File: src/hdl/fpu_share_config.svh
//////////////////////////////
// Build macros for the shared FPU cluster
// Core count, unit count, widths, pipeline depth
//////////////////////////////

`ifndef FPU_SHARE_CONFIG_SVH
`define FPU_SHARE_CONFIG_SVH

// Cores and shared units, units must divide cores
`define FPU_NB_CORES     4
`define FPU_NB_UNITS     2

// Datapath widths
`define FPU_DATA_WIDTH   32
`define FPU_OP_WIDTH     2

// Register stages inside one sign unit
`define FPU_UNIT_STAGES  2

`endif
File: src/hdl/fpu_share_pkg.sv
//////////////////////////////
// Shared types and sign-op codes
//////////////////////////////

`default_nettype none

`include "fpu_share_config.svh"

package fpu_share_pkg;

   // Single-precision word, bit 31 is the sign
   typedef logic [`FPU_DATA_WIDTH-1:0]       fp_word_t;

   // Sign-operation code
   typedef logic [`FPU_OP_WIDTH-1:0]         fp_op_t;

   // Index of the requesting core
   typedef logic [$clog2(`FPU_NB_CORES)-1:0] core_id_t;

   // Magnitude of a, sign taken from b
   localparam fp_op_t OP_SGNJ  = fp_op_t'(0);
   // Magnitude of a, inverted sign of b
   localparam fp_op_t OP_SGNJN = fp_op_t'(1);
   // Magnitude of a, sign a xor sign b
   localparam fp_op_t OP_SGNJX = fp_op_t'(2);
   // Plain move of a
   localparam fp_op_t OP_FMV   = fp_op_t'(3);

   // Cores sharing one unit
   localparam int GROUP_SIZE = `FPU_NB_CORES / `FPU_NB_UNITS;

endpackage

`default_nettype wire

File: src/hdl/fpu_req_if.sv
//////////////////////////////
// Granted request, arbiter to unit
//////////////////////////////

`timescale 1ns/1ps
`default_nettype none

interface fpu_req_if;

   import fpu_share_pkg::*;

   // Strobe, high in each cycle a grant is given
   logic     valid;

   // Core that owns the request
   core_id_t id;

   // Operation and operands
   fp_op_t   op;
   fp_word_t operand_a;
   fp_word_t operand_b;

   // Arbiter side drives everything
   modport arb  (output valid, output id, output op, output operand_a, output operand_b);

   // Unit side, always accepts
   modport unit (input valid, input id, input op, input operand_a, input operand_b);

endinterface

`default_nettype wire

File: src/hdl/fpu_share_top.sv
//////////////////////////////
// Shared FPU cluster top level
// Group arbiters, sign units, response router
//////////////////////////////

`timescale 1ns/1ps
`default_nettype none

`include "fpu_share_config.svh"

module fpu_share_top
(
   input  logic                                          clk,
   input  logic                                          reset_i,

   // Core request side
   input  logic [`FPU_NB_CORES-1:0]                      core_req_i,
   output logic [`FPU_NB_CORES-1:0]                      core_gnt_o,
   input  fpu_share_pkg::fp_op_t   [`FPU_NB_CORES-1:0]   core_op_i,
   input  fpu_share_pkg::fp_word_t [`FPU_NB_CORES-1:0]   core_operand_a_i,
   input  fpu_share_pkg::fp_word_t [`FPU_NB_CORES-1:0]   core_operand_b_i,

   // Core response side, no back-pressure
   output logic [`FPU_NB_CORES-1:0]                      core_rvalid_o,
   output fpu_share_pkg::fp_word_t [`FPU_NB_CORES-1:0]   core_rdata_o
);

   import fpu_share_pkg::*;

   // Grant vectors, one per arbiter
   logic [`FPU_NB_UNITS-1:0][`FPU_NB_CORES-1:0] s_arb_gnt;

   // Unit results towards the router
   logic     [`FPU_NB_UNITS-1:0] s_res_valid;
   core_id_t [`FPU_NB_UNITS-1:0] s_res_id;
   fp_word_t [`FPU_NB_UNITS-1:0] s_res_data;

   //////////////////////////////
   // One arbiter and one unit per group
   //////////////////////////////
   for (genvar u = 0; u < `FPU_NB_UNITS; u++)
   begin : gen_unit
      fpu_req_if s_req_if ();

      fpu_group_arbiter
      #(
         .UNIT_INDEX       ( u                 )
      )
      i_fpu_group_arbiter
      (
         .clk              ( clk               ),
         .reset_i          ( reset_i           ),
         .core_req_i       ( core_req_i        ),
         .core_op_i        ( core_op_i         ),
         .core_operand_a_i ( core_operand_a_i  ),
         .core_operand_b_i ( core_operand_b_i  ),
         .core_gnt_o       ( s_arb_gnt[u]      ),
         .req_if           ( s_req_if          )
      );

      fp_sign_unit i_fp_sign_unit
      (
         .clk              ( clk               ),
         .reset_i          ( reset_i           ),
         .req_if           ( s_req_if          ),
         .res_valid_o      ( s_res_valid[u]    ),
         .res_id_o         ( s_res_id[u]       ),
         .res_data_o       ( s_res_data[u]     )
      );
   end

   // Each core listens to the arbiter of its own group
   for (genvar c = 0; c < `FPU_NB_CORES; c++)
   begin : gen_core_gnt
      assign core_gnt_o[c] = s_arb_gnt[c % `FPU_NB_UNITS][c];
   end

   //////////////////////////////
   // Response routing
   //////////////////////////////
   fpu_resp_router i_fpu_resp_router
   (
      .clk              ( clk               ),
      .reset_i          ( reset_i           ),
      .res_valid_i      ( s_res_valid       ),
      .res_id_i         ( s_res_id          ),
      .res_data_i       ( s_res_data        ),
      .core_rvalid_o    ( core_rvalid_o     ),
      .core_rdata_o     ( core_rdata_o      )
   );

endmodule

`default_nettype wire

File: src/hdl/fpu_resp_router.sv
//////////////////////////////
// Registered routing of unit results to cores
//////////////////////////////

`timescale 1ns/1ps
`default_nettype none

`include "fpu_share_config.svh"

module fpu_resp_router
(
   input  logic                                          clk,
   input  logic                                          reset_i,

   input  logic [`FPU_NB_UNITS-1:0]                      res_valid_i,
   input  fpu_share_pkg::core_id_t [`FPU_NB_UNITS-1:0]   res_id_i,
   input  fpu_share_pkg::fp_word_t [`FPU_NB_UNITS-1:0]   res_data_i,

   output logic [`FPU_NB_CORES-1:0]                      core_rvalid_o,
   output fpu_share_pkg::fp_word_t [`FPU_NB_CORES-1:0]   core_rdata_o
);

   import fpu_share_pkg::*;

   // Result of the core's own unit is addressed to it
   logic [`FPU_NB_CORES-1:0] hit;

   // Core c is only ever served by unit c mod NB_UNITS
   always_comb
   begin
      for (int c = 0; c < `FPU_NB_CORES; c++)
         hit[c] = res_valid_i[c % `FPU_NB_UNITS]
                  && (res_id_i[c % `FPU_NB_UNITS] == core_id_t'(c));
   end

   // One-cycle response pulse
   always_ff @(posedge clk)
   begin
      if (reset_i)
         core_rvalid_o <= '0;
      else
         core_rvalid_o <= hit;
   end

   // Data holds until the next result for that core
   always_ff @(posedge clk)
   begin
      for (int c = 0; c < `FPU_NB_CORES; c++)
      begin
         if (hit[c])
            core_rdata_o[c] <= res_data_i[c % `FPU_NB_UNITS];
      end
   end

endmodule

`default_nettype wire

File: src/hdl/fp_sign_unit.sv
//////////////////////////////
// Pipelined FP sign-operation unit
// Core ID travels with each result
//////////////////////////////

`timescale 1ns/1ps
`default_nettype none

`include "fpu_share_config.svh"

module fp_sign_unit
(
   input  logic                     clk,
   input  logic                     reset_i,

   fpu_req_if.unit                  req_if,

   output logic                     res_valid_o,
   output fpu_share_pkg::core_id_t  res_id_o,
   output fpu_share_pkg::fp_word_t  res_data_o
);

   import fpu_share_pkg::*;

   localparam int STAGES   = `FPU_UNIT_STAGES;
   localparam int SIGN_BIT = `FPU_DATA_WIDTH - 1;

   fp_word_t result;
   logic     sign_res;

   logic     [STAGES-1:0] valid_q;
   core_id_t [STAGES-1:0] id_q;
   fp_word_t [STAGES-1:0] data_q;

   //////////////////////////////
   // Sign operation, first stage
   //////////////////////////////
   always_comb
   begin
      case (req_if.op)
         OP_SGNJ:  sign_res = req_if.operand_b[SIGN_BIT];
         OP_SGNJN: sign_res = ~req_if.operand_b[SIGN_BIT];
         OP_SGNJX: sign_res = req_if.operand_a[SIGN_BIT] ^ req_if.operand_b[SIGN_BIT];
         default:  sign_res = req_if.operand_a[SIGN_BIT];
      endcase
      result = {sign_res, req_if.operand_a[SIGN_BIT-1:0]};
   end

   // Valid chain
   always_ff @(posedge clk)
   begin
      if (reset_i)
         valid_q <= '0;
      else
      begin
         valid_q[0] <= req_if.valid;
         for (int s = 1; s < STAGES; s++)
            valid_q[s] <= valid_q[s-1];
      end
   end

   // Payload moves only along with a valid
   always_ff @(posedge clk)
   begin
      if (req_if.valid)
      begin
         id_q[0]   <= req_if.id;
         data_q[0] <= result;
      end
      for (int s = 1; s < STAGES; s++)
      begin
         if (valid_q[s-1])
         begin
            id_q[s]   <= id_q[s-1];
            data_q[s] <= data_q[s-1];
         end
      end
   end

   assign res_valid_o = valid_q[STAGES-1];
   assign res_id_o    = id_q[STAGES-1];
   assign res_data_o  = data_q[STAGES-1];

endmodule

`default_nettype wire

File: src/hdl/fpu_group_arbiter.sv
//////////////////////////////
// Round-robin arbiter for one core group
// Grants one request per cycle, tags it with the core ID
//////////////////////////////

`timescale 1ns/1ps
`default_nettype none

`include "fpu_share_config.svh"

module fpu_group_arbiter
#(
   parameter int UNIT_INDEX = 0
)
(
   input  logic                                          clk,
   input  logic                                          reset_i,

   input  logic [`FPU_NB_CORES-1:0]                      core_req_i,
   input  fpu_share_pkg::fp_op_t   [`FPU_NB_CORES-1:0]   core_op_i,
   input  fpu_share_pkg::fp_word_t [`FPU_NB_CORES-1:0]   core_operand_a_i,
   input  fpu_share_pkg::fp_word_t [`FPU_NB_CORES-1:0]   core_operand_b_i,
   output logic [`FPU_NB_CORES-1:0]                      core_gnt_o,

   fpu_req_if.arb                                        req_if
);

   import fpu_share_pkg::*;

   localparam int PTR_WIDTH = (GROUP_SIZE > 1) ? $clog2(GROUP_SIZE) : 1;

   // Group members, member m is core UNIT_INDEX + m * NB_UNITS
   logic     [GROUP_SIZE-1:0] member_req;
   fp_op_t   [GROUP_SIZE-1:0] member_op;
   fp_word_t [GROUP_SIZE-1:0] member_a;
   fp_word_t [GROUP_SIZE-1:0] member_b;
   core_id_t [GROUP_SIZE-1:0] member_id;
   logic     [GROUP_SIZE-1:0] gnt_member;

   // Member with highest priority this cycle
   logic [PTR_WIDTH-1:0] ptr_q;
   logic [PTR_WIDTH-1:0] winner;
   logic                 gnt_found;

   for (genvar m = 0; m < GROUP_SIZE; m++)
   begin : gen_member
      assign member_req[m] = core_req_i[UNIT_INDEX + m * `FPU_NB_UNITS];
      assign member_op[m]  = core_op_i[UNIT_INDEX + m * `FPU_NB_UNITS];
      assign member_a[m]   = core_operand_a_i[UNIT_INDEX + m * `FPU_NB_UNITS];
      assign member_b[m]   = core_operand_b_i[UNIT_INDEX + m * `FPU_NB_UNITS];
      assign member_id[m]  = core_id_t'(UNIT_INDEX + m * `FPU_NB_UNITS);
   end

   //////////////////////////////
   // Priority search from the pointer, wrapping around the group
   //////////////////////////////
   always_comb
   begin
      int cand;
      gnt_found = 1'b0;
      winner    = ptr_q;
      for (int k = 0; k < GROUP_SIZE; k++)
      begin
         cand = int'(ptr_q) + k;
         if (cand >= GROUP_SIZE)
            cand = cand - GROUP_SIZE;
         if (!gnt_found && member_req[cand])
         begin
            gnt_found = 1'b1;
            winner    = PTR_WIDTH'(cand);
         end
      end
      for (int m = 0; m < GROUP_SIZE; m++)
         gnt_member[m] = gnt_found && (winner == PTR_WIDTH'(m));
   end

   // Pointer moves past the granted member
   always_ff @(posedge clk)
   begin
      if (reset_i)
         ptr_q <= '0;
      else if (gnt_found)
      begin
         if (winner == PTR_WIDTH'(GROUP_SIZE - 1))
            ptr_q <= '0;
         else
            ptr_q <= winner + 1'b1;
      end
   end

   // Only this group's cores get a grant from here
   for (genvar c = 0; c < `FPU_NB_CORES; c++)
   begin : gen_gnt
      if (c % `FPU_NB_UNITS == UNIT_INDEX)
      begin : gen_own
         assign core_gnt_o[c] = gnt_member[c / `FPU_NB_UNITS];
      end
      else
      begin : gen_other
         assign core_gnt_o[c] = 1'b0;
      end
   end

   // Granted request towards the unit
   assign req_if.valid     = gnt_found;
   assign req_if.id        = member_id[winner];
   assign req_if.op        = member_op[winner];
   assign req_if.operand_a = member_a[winner];
   assign req_if.operand_b = member_b[winner];

endmodule

`default_nettype wire

File: config.mk
export PLATFORM = sky130hd
export DESIGN_NAME = fpu_share_top
export DESIGN_NICKNAME = d
export VERILOG_FILES = /design/src/hdl/fpu_share_pkg.sv /design/src/hdl/fpu_req_if.sv /design/src/hdl/fpu_share_top.sv /design/src/hdl/fpu_resp_router.sv /design/src/hdl/fp_sign_unit.sv /design/src/hdl/fpu_group_arbiter.sv
export VERILOG_INCLUDE_DIRS = /design/src /design/src/hdl
export SDC_FILE = /design/constraint.sdc
export NUM_CORES = 1
export LEC_CHECK = 0
export BUFFER_PORTS_ARGS = -buffer_cell sky130_fd_sc_hd__buf_4
export CORE_UTILIZATION = 30
export DETAILED_ROUTE_END_ITERATION = 10
export GPL_ROUTABILITY_DRIVEN = 0
export PLACE_DENSITY_LB_ADDON = 0.15
export SLEW_MARGIN = 10
export SYNTH_ARGS = -nofsm -noshare
export SYNTH_HDL_FRONTEND = slang
export SYNTH_SLANG_ARGS = --single-unit
File: constraint.sdc
create_clock -name clk -period 4.9 [get_ports clk]
set_input_delay 1.225 -clock clk [delete_from_list [all_inputs] [get_ports clk]]
set_output_delay 1.225 -clock clk [all_outputs]
set_load 0.01 [all_outputs]
Word level (Yosys, flattened, before mapping)
Index checks and enable logic that the tools add are counted.
{"block": "classes", "n_addsub": 8, "order_cmp": 10, "n_eq_ne": 7, "muxes": 44, "bitwise_logic": 6, "reduce_logical": 15}
{"op": "$mux W32", "n": 12}
{"op": "$lt A32 B3 Y1 const B", "n": 4}
{"op": "$ge A32 B3 Y1 const B", "n": 2}
{"op": "$sub A32 B3 Y32 const B", "n": 2}
{"op": "$mux W1", "n": 22}
{"op": "$mux W2", "n": 8}
{"op": "$logic_and A1 B1 Y1", "n": 10}
{"op": "$eq A2 B2 Y1 const B", "n": 4}
{"op": "$eq A2 B1 Y1 const B", "n": 3}
{"op": "$logic_not A2 Y1", "n": 3}
{"op": "$pmux W1 S3", "n": 2}
{"op": "$sub A1 B2 Y3 const B", "n": 2}
{"op": "$add A1 B1 Y2 const B", "n": 2}
{"op": "$ge A1 B2 Y1 const B", "n": 2}
{"op": "$lt A1 B2 Y1 const B", "n": 2}
{"op": "$not A1 Y1", "n": 4}
{"op": "$add A1 B1 Y1 const B", "n": 2}
{"op": "$logic_not A1 Y1", "n": 2}
{"op": "$xor A1 B1 Y1", "n": 2}
{"block": "totals", "regBits": 274, "inputBits": 270, "out_inout_bits": 136, "word_cells": 107}

Longest topological paths before layout
{"block": "logic_depth", "ltp_word": 13, "ltp_mapped": 6, "mapped_depth_nobuf": 5}

By module
From an unflattened synthesis, not the netlist that was laid out.
{"block": "hier_totals", "cells_unflattened": 541, "hier_area_um2": 10626.4}
{"module": "fp_sign_unit", "instances": 2, "cells_per_inst": 111, "area_per_inst_um2": 2393.5, "seq_area_each_um2": 2082.0}
{"module": "fpu_resp_router", "instances": 1, "cells_per_inst": 140, "area_per_inst_um2": 4006.3, "seq_area_each_um2": 3923.8}
{"module": "fpu_group_arbiter (gen_unit[1].i_fpu_group_arbiter)", "instances": 1, "cells_per_inst": 90, "area_per_inst_um2": 918.4, "seq_area_each_um2": 20.0}
{"module": "fpu_group_arbiter (gen_unit[0].i_fpu_group_arbiter)", "instances": 1, "cells_per_inst": 89, "area_per_inst_um2": 914.6, "seq_area_each_um2": 20.0}

Worst setup path before layout
Ideal clock, no wire load.
{"block": "synth_timing", "kind": "input to output", "startpoint": "input core_req_i[0]", "endpoint": "output core_gnt_o[2]", "arrival_time_ns": 1.620, "required_time_ns": 3.675, "setup_slack_ns": 2.055, "path_stages": 2, "n_path_buf": 0, "path_cell_list": "or2b_1 -> and2_1"}
{"block": "synth_between", "elab_chain_cells": 8, "elab_cells_between_ends": 13, "cone_classes": "mux (10); reduce/logical (3)"}
{"item": "from (decl)", "line_no": "fpu_share_top.sv:17", "text": "input logic [`FPU_NB_CORES-1:0] core_req_i,"}
{"item": "$mux W1 (not written as such) (3 in series)", "line_no": "fpu_group_arbiter.sv:67", "text": "if (!gnt_found && member_req[cand])"}
{"item": "$mux W1", "line_no": "fpu_group_arbiter.sv:67"}
{"item": "$logic_not A1 Y1", "line_no": "fpu_group_arbiter.sv:67"}
{"item": "$logic_and A1 B1 Y1", "line_no": "fpu_group_arbiter.sv:67"}
{"item": "$mux W1", "line_no": "fpu_group_arbiter.sv:67"}
{"item": "$logic_and A1 B1 Y1 *", "line_no": "fpu_group_arbiter.sv:74", "text": "gnt_member[m] = gnt_found && (winner == PTR_WIDTH'(m));"}
{"item": "to (decl)", "line_no": "fpu_share_top.sv:18", "text": "output logic [`FPU_NB_CORES-1:0] core_gnt_o,"}
Every way passes the cells marked *; elsewhere a longest branch is shown, timed or not. The select of a mux whose other input is x is not followed.

Worst setup path after layout
Same ends and word-level chain as after synthesis.

==> out/results.tsv <==
stage	metric	value	unit
synthesis	syn_inst	388	
floorplanning	die_h	176	um
timing	holdWs	0.407	ns
power_and_ir_drop	power_frac_clock	41.0	%
cts	path_clk_slew	0.06	ns
synthesis	ys_ff_latch	270	
global_route	antenna_found_initial	0	
floorplanning	initial_core_util	30.6	%
global_route	track_usage	11.6	%
route	postRouteAntennaNets	0	
route	drt_wl_total	18700	um
flow_run	maxCapViolCount	0	
cts	ctsHoldBuffers	0	
synthesis	yosysWarnings	0	
critical_path	worstSetupPathType	primary input to primary output	
route	via_count	4574	
critical_path	endpoint_kind	primary output	
route	via_per_inst	4.14	
power_and_ir_drop	p_int	4.18	mW
synthesis	syn-cell-area	9080	um^2
synthesis	syn_nets	658	
synthesis	synth_top_area_share	86.0	%
critical_path	required	3.67	ns
timing	tightest_slew	1.10	ns
global_route	overflow	0	
timing	hold_viol_final	0	
cts	cts_resized	0	
power_and_ir_drop	seqPwrFrac	53.2	%
timing	setup_tns	0	ns
power_and_ir_drop	p_sw	1.02	mW
cts	cts_buffers	28	
floorplanning	core	29700	um^2
timing	period_minus_slack	3.07	ns
timing	max_slew_margin	26.7	%
critical_path	worstPathArrival	1.85	ns
layout	drive_gt1_share	55.7	%
timing	fin_worst_skew	0.00979	ns
power_and_ir_drop	ir_drop	0.304	mV
critical_path	cp_max_fo	3	
synthesis	synth_edf_count	260	
power_and_ir_drop	p_per_area	412	nW/um^2
power_and_ir_drop	switching_share	19.5	%
cts	cts_setup_buffers	0	
route	drc	0	
layout	antenna_cells	0	
hold_path	min_from	gen_unit[0].i_fp_sign_unit.data_q[23]	
global_route	grt_first_pass_wirelength	27100	um
route	first_pass_iters	4	
cts	cts_buffer_depth	3	
timing	period_share	62.7	%
critical_path	r2r_cells	6	
cts	clk_latency	0.54	ns
timing	rsz0062_at_grt	no	
timing	fmax	0.325	GHz
floorplanning	dieArea	31000	um^2
synthesis	synth_top_cells_by_area	edfxtp_1 (86%), mux2_2 (7.8%), dfxtp_1 (2.2%)	
cts	cts_tree	built	
floorplanning	ioPinCount	406	
power_and_ir_drop	comb_power_share	5.8	%
route	first_iter_violations	214	
floorplanning	die_w	176	um
floorplanning	rows	63	
critical_path	rr_startpoint	gen_unit[1].i_fpu_group_arbiter.ptr_q	
critical_path	reg2reg_slack	2.68	ns
status	status	finished, final reports clean	
layout	areaGrowthSynthToFinish	38.9	%
power_and_ir_drop	power_leakage	4.77	nW
critical_path	regToRegEndpoint	gen_unit[1].i_fp_sign_unit.data_q[31]	
placement	dp_hpwl	12500	um
placement	portBuffers	281	
synthesis	synth_area_per_cell	23.4	um^2
hold_path	min_path_type	flip-flop to flip-flop	
cts	cts_sinks	270	
synthesis	ys_seq_area_share	88.2	%
timing	drv_slew	0	
global_route	grt_start_max_net_pins	35	
synthesis	yosys.area.top_type	edfxtp_1	
synthesis	ys_types	27	
cts	htree_levels	1	
global_route	grt_pass1_vias	4792	
route	wire_per_inst	16.9	um
hold_path	holdPathStages	0	
timing	setup_violations	0	
synthesis	async_flop_share	0	%
critical_path	start_kind	primary input	
synthesis	dominantRegCellSynth	edfxtp_1	
cts	cts-root-buf	clkbuf_16	
hold_path	min_to	gen_unit[0].i_fp_sign_unit.res_data_o[23]	
layout	nets	964	
-- synth_stat cells (all sizes together), types with 2 or more instances --
cell and number:
o21ai 2, nand2 4, a21boi 2, mux2 64
or3 2, edfxtp 260, or2 2, nor2 3
nor3b 2, mux2i 6, and3b 2, nor2b 6
inv 2, nand3 4, a21oi 2, and2 3
buf 7, dfxtp 10
-- sequential cells by signal (all words and copies together), names as in the netlist --
signal	count
gen_unit.i_fp_sign_unit.res_data_o	64
i_fpu_resp_router.core_rvalid_o	4
gen_unit.i_fp_sign_unit.res_id_o	2
gen_unit.i_fpu_group_arbiter.ptr_q	2
gen_unit.i_fp_sign_unit.data_q	64
gen_unit.i_fp_sign_unit.valid_q	4
gen_unit.i_fp_sign_unit.id_q	2
i_fpu_resp_router.core_rdata_o	128
-- layer usage --
layer  global-route usage [%]  part of all wire, %  vias to the layer above
met5                        0                    0                        -
met4                     3.88                  2.9                        0
met3                     3.01                  6.9                       38
met2                     19.6                   49                      169
met1                     14.4                   41                     2221
li1                         -                    -                     2146
-- critical path: stages --
cell and delay, ns:
buf_4 0.08, or2b_1 0.23, and2_1 0.17, buf_4 0.14
-- placed cells by master, fill, tap and decap left out, types with 5 or more instances in the layout --
cell type  count
buf_4        284
edfxtp_1     260
mux2_2        63
clkbuf_16     28
bufinv_16      5
dfxtp_1        8
clkinv_1       7
mux2i_1        6
-- cell families (layout without fill, tap and decap cells) --
logic type	Yosys count	in the layout	synth area share [%]
AOI/OAI and AO/OA	7	7	0.510
buffers and inverters	10	336	0.579
and+or+nand+nor	30	30	1.94
DFF	270	270	88.2
muxes	70	70	8.64
adders and majority gates	1	1	0.124
-- cell type report --
type / count / area, um^2
fillers: 2667 / 17100
clock buffers: 32 / 716
well taps: 390 / 488
repair buffers: 284 / 2130
clock inverters: 18 / 220
flip-flops and latches: 270 / 8010
inverters: 2 / 7.51
multi-input cells: 108 / 1040
-- through the flow --
stage | instance area (um^2) | total power, mW | worst slack (ns) | cells | util [%]
finish | 12600 | 5.20 | 1.83 | 1104 | 42.4
global route | 12600 | 5.40 | 1.81 | 1104 | 42.4
CTS | 12600 | 5.28 | 1.82 | 1104 | 42.4
global placement | 11700 | 3.11 | 1.69 | 1054 | 39.3
detailed placement | 11700 | 3.13 | 1.66 | 1054 | 39.3
floorplan | 9080 | 2.92 | 2.06 | 388 | -
-- power by group through the flow --
stage | combinational [mW] | sequential, mW | clock [mW]
global route | 0.326 | 2.78 | 2.29
floorplan | 0.114 | 2.81 | 0
CTS | 0.311 | 2.77 | 2.20
detailed placement | 0.309 | 2.82 | 0
global placement | 0.305 | 2.81 | 0
finish | 0.302 | 2.77 | 2.13
-- worst max-delay path by stage --
stage	start	slack, ns	end	depth (start not counted)
finish	core_req_i[0]	1.83	core_gnt_o[2]	4
CTS	core_req_i[0]	1.82	core_gnt_o[2]	4
global route	core_req_i[0]	1.81	core_gnt_o[2]	4
detailed placement	core_req_i[1]	1.66	gen_unit[1].i_fp_sign_unit.data_q[31]	7
global placement	core_req_i[1]	1.69	gen_unit[1].i_fp_sign_unit.data_q[31]	7
floorplan	core_req_i[0]	2.06	core_gnt_o[2]	2
(Power assumes the default switching activity.)
